$ cat config.mk
export PLATFORM = sky130hd
export DESIGN_NAME = hazardForward
export DESIGN_NICKNAME = d
export VERILOG_FILES = /design/src/logic/cpuIsaPkg.sv /design/src/logic/cpuCtrlPkg.sv /design/src/logic/hazardForward.sv
export SDC_FILE = /design/constraint.sdc
export NUM_CORES = 1
export LEC_CHECK = 0
export ABC_AREA = 0
export BUFFER_PORTS_ARGS = -buffer_cell sky130_fd_sc_hd__buf_2
export CAP_MARGIN = 30
export CORE_AREA = 5 5 42 44
export DETAILED_ROUTE_END_ITERATION = 16
export DIE_AREA = 0 0 47 49
export PLACE_DENSITY = 0.58
export SLEW_MARGIN = 10
export SYNTH_ARGS = -nofsm -noshare
export SYNTH_HDL_FRONTEND = slang
export SYNTH_SLANG_ARGS = --single-unit
$ cat constraint.sdc
create_clock -name vclk -period 0.8
set_clock_uncertainty 0.15 [all_clocks]
set_input_delay 0 -clock vclk [all_inputs]
set_output_delay 0 -clock vclk [all_outputs]
set_load 0.1 [all_outputs]
$ cat src/logic/cpuIsaPkg.sv
package cpuIsaPkg;

	localparam int wordBits    = 16;
	localparam int regIdxBits  = 3;
	localparam int memAddrBits = 8;

	typedef logic [wordBits-1:0]    word_t;
	typedef logic [regIdxBits-1:0]  regIdx_t;
	typedef logic [memAddrBits-1:0] memAddr_t; // low bits of a word

	localparam int numRegs   = 1 << regIdxBits;
	localparam int imemDepth = 256;
	localparam int dmemDepth = 256;

	// ----------------------------------------
	// major opcodes at instr[15:11]
	localparam logic [4:0] opAddiu = 5'b01001;
	localparam logic [4:0] opLi    = 5'b01101;
	localparam logic [4:0] opLw    = 5'b10011;
	localparam logic [4:0] opSw    = 5'b11011;
	localparam logic [4:0] opBeqz  = 5'b00100;
	localparam logic [4:0] opB     = 5'b00010;
	localparam logic [4:0] opRrr   = 5'b11100; // ADDU, SUBU
	localparam logic [4:0] opLogic = 5'b11101; // AND, OR, JR
	localparam logic [4:0] opNop   = 5'b00001;

	// ----------------------------------------
	// function fields
	localparam logic [1:0] fnAddu = 2'b01; // instr[1:0] under opRrr
	localparam logic [1:0] fnSubu = 2'b11;
	localparam logic [4:0] fnAnd  = 5'b01100; // instr[4:0] under opLogic
	localparam logic [4:0] fnOr   = 5'b01101;
	localparam logic [4:0] fnJr   = 5'b00000;

	// bubble word for reset and flushed slots
	localparam word_t nopWord = {opNop, 11'b0};

endpackage

$ cat src/logic/cpuCtrlPkg.sv
package cpuCtrlPkg;

	// alu function carried from decode to execute
	typedef enum logic [2:0] {
		aluAdd,
		aluSub,
		aluAnd,
		aluOr,
		aluPassB // LI result is the immediate
	} aluOp_t;

	// ----------------------------------------
	// operand source for the execute stage
	typedef enum logic [1:0] {
		fwdNone,  // register file value from decode
		fwdExMem, // alu result one stage ahead
		fwdMemWb  // writeback value two stages ahead
	} fwdSel_t;

endpackage

$ cat src/logic/hazardForward.sv
module hazardForward
	import cpuIsaPkg::*;
	import cpuCtrlPkg::*;
(
	input  regIdx_t idSrcA,
	input  regIdx_t idSrcB,
	input  logic    idUsesA,
	input  logic    idUsesB,
	input  regIdx_t exSrcA,
	input  regIdx_t exSrcB,
	input  regIdx_t exDestReg,
	input  logic    exMemRead,
	input  regIdx_t memDestReg,
	input  logic    memRegWrite,
	input  regIdx_t wbDestReg,
	input  logic    wbRegWrite,
	output logic    stall,
	output fwdSel_t fwdA,
	output fwdSel_t fwdB
);

	// younger producer wins
	function automatic fwdSel_t pickSource(regIdx_t src);
		pickSource = fwdNone;
		if (memRegWrite && memDestReg == src)
			pickSource = fwdExMem;
		else if (wbRegWrite && wbDestReg == src)
			pickSource = fwdMemWb;
	endfunction

	always_comb
	begin
		fwdA = pickSource(exSrcA);
		fwdB = pickSource(exSrcB);
	end

	// load data only exists after MEM, so the consumer waits one cycle
	assign stall = exMemRead &&
		((idUsesA && idSrcA == exDestReg) || (idUsesB && idSrcB == exDestReg));

endmodule

==> results of run 1 <==
timing repair:
action,in CTS,in global routing
endpoints found under the hold margin,0,0
pin swaps,19,15
resized for setup,33,20
cloned,0,0
setup endpoints to repair,5,5
power by group through the flow:
stage / sequential (mW) / combinational, mW / clock [mW]
final: 0 / 0.499 / 0
after global routing: 0 / 0.522 / 0
after CTS: 0 / 0.442 / 0
after detailed placement: 0 / 0.350 / 0
after global placement: 0 / 0.346 / 0
after floorplan: 0 / 0.199 / 0
through the flow:
| stage | setup WS (ns) | cells |
|---|---|---|
| 3_3_place_gp | -0.181 | 74 |
| 4_1_cts | -0.150 | 74 |
| 6_report | -0.141 | 74 |
| 2_1_floorplan | -0.252 | 27 |
| 5_1_grt | -0.206 | 74 |
| 3_5_place_dp | -0.203 | 74 |
critical path: stages:
cell and delay [ns]:
buf_6 0.11, xnor2_2 0.16, nand4_1 0.16, a21boi_4 0.18, buf_12 0.19
worst paths after layout:
check          from     to
max    exDestReg[1]  stall
min       exMemRead  stall
layout make-up:
class | count | area (um^2) | share of cell area (%)
timing repair buffer | 31 | 367 | 48.7
tap | 16 | 20.0 | 2.66
multi-input combinational | 27 | 367 | 48.7
cell families after synthesis:
logic type / Yosys count
AO/OA/AOI/OAI: 1
XOR/XNOR: 18
AND/OR/NAND/NOR: 8
Yosys cell counts:
cell type  count
nand4_1        4
a21boi_0       1
and4_4         2
xnor2_1       18
nor2_2         2
layer usage:
layer	track usage, %	vias up
met5	0	-
met4	0	0
met3	1.48	0
met2	16.1	10
met1	7.44	140
li1	-	157
==> results.txt, run 1 <==
Post-Syn Area per Cell -> 8.34 um^2
die area -> 0.00230 mm^2
Syn Inst Count -> 27
Sw Share -> 43.0%
drt pass-1 iters -> 1
Max-Cap Viols -> 0
Comb pwr share -> 100.0%
Post-Synth XOR/XNOR Area -> 70.0%
Fillers -> 134
f_max -> 1060 MHz
Pins Over Slew Limit -> 0
Tightest Pin Transition -> 0.156 ns
top-area cell type share of the netlist area -> 70.0%
worst hold path class -> in -> out
M1 WL -> 292 um
Routed met2 length -> 647 um
worst path required time -> 0.65 ns
largest cells by area after synthesis -> xnor2_1 70%, nand4_1 11%, and4_4 10%, nor2_2 5.6%, a21boi_0 3.3%
failing checks -> setup timing
cts hold-fix bufs -> 0
vias per cell -> 4.15
data arrival time of the worst path -> 0.79 ns
final period utilization -> 118%
post-route cell area -> 753 um^2
highest routed layer -> met3
DR iter-0 viols -> 0
drt wl/cell -> 13.5 um
die width -> 47 um
Ys Warns -> 0
total power -> 0.499 mW
CORE AREA -> 0.00140 mm^2
total number of vias -> 307
run status -> finished with violations
fin nets -> 86
total track usage -> 7.67%
ANT cells -> 0
number of antenna violations at the first check in global routing -> 0
setup TNS -> -0.443 ns
VDD IR max -> 258 uV
Reg area -> 0 um^2
DRC Markers -> 0
FF+latch count -> 0
GPL Wtd Cong -> 0.642
post-synth cell types -> 5
global-route wire length before repair -> 1370 um
port bufs -> 31
main combinational cell family by area after synthesis -> XOR/XNOR gates
Hold Path Depth -> 3
Internal Power -> 0.284 mW
Clk network pwr share -> 0%
number of global-route vias before repair -> 342
CP endpoint kind -> output port
synthesized cell area -> 225 um^2
relative slew slack -> 89.6%
most common cell after layout, fill and taps aside -> xnor2_2
final setup fails -> 5
Leakage Power -> 0.342 nW
total count of hold-check failures in the final report -> 0
critical path class -> in -> out
largest net degree at the start of global routing -> 3
worst setup slack after layout -> -0.141 ns
Rows -> 14
Initial Util -> 16.1%
num ports -> 31
antenna viol nets, final -> 0
Synth Area in Adders -> 0%
CP startpoint kind -> primary input
Synth area leader -> xnor2_1
Critical Path Fanout Max -> 2
Congestion Overflow GR -> 0
final worst path period need -> 0.941 ns
Synth Area in Compound Gates -> 3.33%
sequential power share -> 0%
clock buffer count -> 0
mux contribution to synthesized area -> 0%
NetSw -> 0.214 mW
post-layout util -> 53.8%
Hold Slack -> 0.240 ns
Die Ht -> 49 um
Post CTS Setup Buffer Count -> 0
most frequent cells in the layout -> 16 x xnor2_2, 9 x buf_6, 9 x buf_2, 8 x buf_8, 5 x buf_12
Post-Route WL -> 1000 um
Pwr Density -> 662 mW/mm^2
Post-Synth Simple-Gate Area -> 26.7%
placed cell area -> 497 um^2
area grow syn2layout -> 234%
layout cell share with drive strength beyond 1 -> 89.7%
sequential fraction of the synthesis area -> 0%
Net Count, Synth -> 53
met3 wire length -> 62 um
RSZ-0062 raised after global routing -> yes
Power figures use the tool's default switching activity.
==> run 2, diff against run 1 <==
--- a/config.mk
+++ b/config.mk
@@ -5,13 +5,13 @@
 export SDC_FILE = /design/constraint.sdc
 export NUM_CORES = 1
 export LEC_CHECK = 0
-export ABC_AREA = 0
+export ABC_AREA = 1
 export BUFFER_PORTS_ARGS = -buffer_cell sky130_fd_sc_hd__buf_2
 export CAP_MARGIN = 30
 export CORE_AREA = 5 5 42 44
 export DETAILED_ROUTE_END_ITERATION = 16
 export DIE_AREA = 0 0 47 49
-export PLACE_DENSITY = 0.58
+export PLACE_DENSITY = 0.65
 export SLEW_MARGIN = 10
 export SYNTH_ARGS = -nofsm -noshare
 export SYNTH_HDL_FRONTEND = slang
==> run 2 against run 1 <==
Effect of this change:
- the run still ends with setup timing left
- non-clock buffer count stayed put
- largest cell class unchanged
- via count is 63% higher
- power is 6.8% higher
==> results.txt, run 2 <==
run status -> finished with violations
failing checks -> setup timing
sequential fraction of the synthesis area -> 0% (unchanged)
Congestion Overflow GR -> 0 (unchanged)
Post CTS Setup Buffer Count -> 0 (unchanged)
area grow syn2layout -> 176%
worst setup slack after layout -> -0.164 ns (-0.0235 ns)
top-area cell type share of the netlist area -> 33.2% (-37 points)
total track usage -> 9.85% (+2.2 points)
ANT cells -> 0 (unchanged)
total number of vias -> 500 (+63%)
final period utilization -> 121% (+2.9 points)
Hold Path Depth -> 4 (+1)
total count of hold-check failures in the final report -> 0 (unchanged)
Initial Util -> 22.6% (+6.5 points)
Leakage Power -> 0.438 nW (+28%)
synthesized cell area -> 317 um^2 (+41%)
port bufs -> 31 (unchanged)
post-route cell area -> 875 um^2 (+16%)
Hold Slack -> 0.243 ns (+0.00349 ns)
FF+latch count -> 0 (unchanged)
count leader, synth -> nand2_1
Post-Syn Area per Cell -> 4.59 um^2 (-45%)
Critical Path Fanout Max -> 2 (unchanged)
clock buffer count -> 0 (unchanged)
die area -> 0.00230 mm^2 (unchanged)
number of antenna violations at the first check in global routing -> 0 (unchanged)
Syn Inst Count -> 69 (+160%)
largest cells by area after synthesis -> nand2_1 33%, inv_1 19%, xor2_1 11%, nor2_1 11%, nor3_2 6.3%
worst hold path class -> in -> out
DRC Markers -> 0 (unchanged)
final setup fails -> 5 (unchanged)
GPL Wtd Cong -> 0.682 (+6.1%)
Rows -> 14 (unchanged)
number of global-route vias before repair -> 441 (+29%)
layout cell share with drive strength beyond 1 -> 59.0% (-31 points)
Reg area -> 0 um^2 (unchanged)
f_max -> 1040 MHz (-2.4%)
CORE AREA -> 0.00140 mm^2 (unchanged)
critical path class -> in -> out
antenna viol nets, final -> 0 (unchanged)
CP endpoint kind -> output port
global-route wire length before repair -> 1770 um (+29%)
Ys Warns -> 0 (unchanged)
hpwl dp -> 1010 um
Die Ht -> 49 um (unchanged)
relative slew slack -> 80.7% (-8.8 points)
Synth area leader -> nand2_1
die width -> 47 um (unchanged)
CP startpoint kind -> primary input
top post-synthesis cells by count -> 28 x nand2_1, 16 x inv_1, 9 x nor2_1, 4 x xor2_1, 3 x o21ai_0
data arrival time of the worst path -> 0.81 ns (+0.02 ns)
largest net degree at the start of global routing -> 5 (+2)
num ports -> 31 (unchanged)
drt pass-1 iters -> 3 (+2)
DR iter-0 viols -> 5 (+5)
Pwr Density -> 609 mW/mm^2 (-8.1%)
RSZ-0062 raised after global routing -> yes
drt wl/cell -> 11.0 um (-19%)
Tightest Pin Transition -> 0.287 ns (+0.131 ns)
final worst path period need -> 0.964 ns (+0.0235 ns)
most frequent cells in the layout -> 19 x nand2_1, 11 x buf_2, 8 x buf_12, 7 x nor2_1
placed cell area -> 679 um^2 (+37%)
fin nets -> 128 (+49%)
post-synth cell types -> 11 (+6)
Max-Cap Viols -> 0 (unchanged)
VDD IR max -> 295 uV (+14%)
vias per cell -> 4.31 (+3.9%)
setup TNS -> -0.688 ns (-0.245 ns)
Post-Route WL -> 1270 um (+27%)
most common cell after layout, fill and taps aside -> nand2_1
Net Count, Synth -> 95 (+79%)
Pins Over Slew Limit -> 0 (unchanged)
worst path required time -> 0.65 ns (about the same)
==> run 2: changes by cell type in the layout (fill, tap and decap cells not counted), moves of 6 or more <==
cell     delta
inv_1       +6
xnor2_2    -16
nand2_2     +6
nand2_1    +19
nor2_1      +7
==> run 2: logic make-up (layout without fill, tap and decap cells) <==
family / after synthesis / count (layout) / synth area share [%]
AOI/OAI and AO/OA: 5 / 5 / 9.09
xor gates and xnor gates: 6 / 6 / 16.6
buffers and inverters: 16 / 47 / 19.0
and+or+nand+nor: 42 / 42 / 55.3
==> run 2: final timing paths <==
check / slack, ns / endpoint / startpoint
worst max-delay path: -0.16 / fwdB[1] / exSrcB[2]
worst min-delay path: 0.24 / stall / exMemRead
==> run 2: stage by stage <==
step	power, mW	instances	util (%)	worst slack, ns
floorplan	0.242	69	-	-0.700
global placement	0.415	116	48.5	-0.234
detailed placement	0.420	116	48.5	-0.294
CTS	0.478	116	55.0	-0.175
global route	0.565	116	62.4	-0.207
finish	0.532	116	62.4	-0.164
==> run 2: layer usage <==
metal | global-route usage, % | share of wire (%) | vias to the layer above
li1 | - | - | 269
met1 | 9.41 | 30 | 208
met2 | 20.4 | 57 | 23
met3 | 2.58 | 13 | 0
met4 | 0 | 0 | 0
met5 | 0 | 0 | -
==> run 2: repair_timing <==
action / CTS / global route
gates resized for setup: 26 / 27
setup endpoints to repair: 5 / 5
pin swaps: 12 / 18
hold endpoints to repair: 0 / 0
hold buffers: 0 / 0
==> run 2: area by class of cell <==
| type | count | area [um^2] |
|---|---|---|
| Tap cell | 16 | 20.0 |
| Inverter | 16 | 97.6 |
| Multi-Input combinational cell | 53 | 392 |
| Fill cell | 123 | 527 |
| Timing Repair Buffer | 31 | 365 |
==> run 2: power by group <==
part	switching, mW	total [mW]	internal, mW
Clock	0	0	0
Combinational	0.280	0.532	0.253
Sequential	0	0	0
==> run 2: worst max-delay path, stage by stage <==
cell and delay [ns]:
buf_8 0.11, xor2_4 0.18, nor3_4 0.28, nor2_4 0.08, buf_12 0.17
==> run 3, diff against run 2 <==
--- a/config.mk
+++ b/config.mk
@@ -11,7 +11,6 @@
 export CORE_AREA = 5 5 42 44
 export DETAILED_ROUTE_END_ITERATION = 16
 export DIE_AREA = 0 0 47 49
-export PLACE_DENSITY = 0.65
 export SLEW_MARGIN = 10
 export SYNTH_ARGS = -nofsm -noshare
 export SYNTH_HDL_FRONTEND = slang
==> run 3 against run 2 <==
Effect of this change:
- the flow still finishes with violations (setup timing)
- worst hold slack got worse by 0.014 ns
- core utilization fell by 1.2 points
- power decreased by 2.4%
- flip-flop and latch count stayed put
- critical path depth unchanged
- final area shrank 1.9%
- largest power group unchanged
- global-route usage is 0.57 points higher
- highest routed layer unchanged
- non-clock buffer count unchanged
- maximum frequency increased by 1.6%
- critical path type unchanged
- first-iteration DRC count shrank 40%
- critical endpoint unchanged
- setup slack gained 0.015 ns
==> results.txt, run 3 (synthesized netlist as in run 2, its figures left out) <==
run status -> finished with violations
failing checks -> setup timing
CORE AREA -> 0.00140 mm^2 (unchanged)
Slowest-stage cell, CP -> buf_12
Worst path max stage delay -> 0.18 ns (-0.10 ns)
Reg area -> 0 um^2 (unchanged)
area grow syn2layout -> 171%
RSZ-0062 raised after global routing -> yes
most used routing layer -> met2
most common cell after layout, fill and taps aside -> nand2_1
total power -> 0.520 mW (-2.4%)
drt wl/cell -> 10.6 um (-3.2%)
Leakage Power -> 0.435 nW (-0.63%)
total number of vias -> 511 (+2.2%)
CP endpoint kind -> output port
placed cell area -> 679 um^2 (unchanged)
relative slew slack -> 82.2% (+1.5 points)
hold_sp -> exMemRead
Max-Cap Viols -> 0 (unchanged)
GPL Wtd Cong -> 0.680 (-0.25%)
Hold EP -> stall
number of antenna violations at the first check in global routing -> 0 (unchanged)
ANT cells -> 0 (unchanged)
global-route wire length before repair -> 1900 um (+7.0%)
met1 Usage GRT -> 12.5% (+3.1 points)
Post CTS Setup Buffer Count -> 0 (unchanged)
clock buffer count -> 0 (unchanged)
worst hold path class -> in -> out
Pwr Density -> 605 mW/mm^2 (-0.54%)
Post-Route WL -> 1230 um (-3.2%)
Initial Util -> 22.6% (unchanged)
Critical Path Fanout Max -> 3 (+1)
f_max -> 1050 MHz (+1.6%)
CP top delay family -> simple AND/OR/NAND/NOR gates
Fillers -> 136 (+11%)
final worst path period need -> 0.949 ns (-0.0150 ns)
Rows -> 14 (unchanged)
port bufs -> 31 (unchanged)
worst slack, placed -> -0.249 ns (+0.0454 ns)
setup TNS -> -0.681 ns (+0.00743 ns)
Critical Path Start -> exSrcB[0]
post-route cell area -> 858 um^2 (-1.9%)
met3 Use GR -> 0.738% (-1.8 points)
final setup fails -> 5 (unchanged)
hpwl dp -> 980 um (-3.0%)
die area -> 0.00230 mm^2 (unchanged)
total count of hold-check failures in the final report -> 0 (unchanged)
most frequent cells in the layout -> 18 x nand2_1, 10 x buf_2, 8 x buf_8, 7 x nand2_2, 7 x nor2_1
number of global-route vias before repair -> 480 (+8.8%)
Tightest Pin Transition -> 0.266 ns (-0.0212 ns)
Critical Path Stages -> 5 (unchanged)
worst path required time -> 0.65 ns (about the same)
antenna viol nets, final -> 0 (unchanged)
DR iter-0 viols -> 3 (-2)
data arrival time of the worst path -> 0.80 ns (about the same)
DRC Markers -> 0 (unchanged)
FF+latch count -> 0 (unchanged)
cts hold-fix bufs -> 0 (unchanged)
Die Ht -> 49 um (unchanged)
GR Layer Usage met2 -> 20.1% (-0.23 points)
layout cell share with drive strength beyond 1 -> 60.0% (+1.0 points)
worst setup slack after layout -> -0.149 ns (+0.0150 ns)
Buf+Inv Stages, Crit Path -> 2 (unchanged)
critical path class -> in -> out
drt pass-1 iters -> 4 (+1)
CP startpoint kind -> primary input
Congestion Overflow GR -> 0 (unchanged)
total track usage -> 10.4% (+0.57 points)
Pins Over Slew Limit -> 0 (unchanged)
Hold Path Depth -> 4 (unchanged)
largest net degree at the start of global routing -> 5 (unchanged)
fin nets -> 128 (unchanged)
final period utilization -> 119% (-1.9 points)
num ports -> 31 (unchanged)
Hold Slack -> 0.229 ns (-0.0137 ns)
critical path, cell by cell -> buf_6, xnor2_1, nand4_1, nor2_4, buf_12
VDD IR max -> 316 uV (+7.2%)
die width -> 47 um (unchanged)
vias per cell -> 4.41 (+2.2%)
## run 3: cell types whose count changed in the layout (fill, tap and decap cells not counted)
cell,previous run,this run
buf_12,8,6
nand2_1,19,18
buf_8,5,8
xor2_2,0,1
xor2_4,2,1
nand3_4,2,1
nand3_2,0,1
nand2_2,6,7
buf_2,11,10
## run 3: how the worst max path moves through the flow
stage | end | slack (ns)
final | fwdB[1] | -0.15
after global routing | fwdB[1] | -0.26
after CTS | fwdA[1] | -0.16
after detailed placement | fwdB[1] | -0.25
after global placement | fwdB[1] | -0.24
after floorplan | fwdA[1] | -0.70
## run 3: per-stage QoR
step	util, %	std cells
2_1_floorplan	-	69
3_3_place_gp	48.5	116
6_report	61.3	116
4_1_cts	55.9	116
3_5_place_dp	48.5	116
5_1_grt	61.3	116
## run 3: timing repair
action,in CTS,in global routing
hold endpoints to repair,0,0
setup endpoints to repair,5,5
pin swaps,17,14
gates cloned,0,0
gates resized for setup,33,18
## run 3: final cells by class
type	instances	area [um^2]	area share [%]
multi-input combinational	53	375	43.7
timing repair buffer	31	365	42.6
inverter	16	97.6	11.4
tap	16	20.0	2.33
## run 3: per-layer routing
metal | vias to the layer above | part of all wire, %
met3 | 0 | 9.1
met1 | 224 | 30
li1 | 266 | -
met2 | 21 | 61
met4 | 0 | 0
met5 | - | 0
## run 3: report_power, final
part	internal (mW)	switching [mW]	leakage, nW	total, mW
Sequential	0	0	0	0
Clock	0	0	0	0
Combinational	0.247	0.273	0.435	0.520
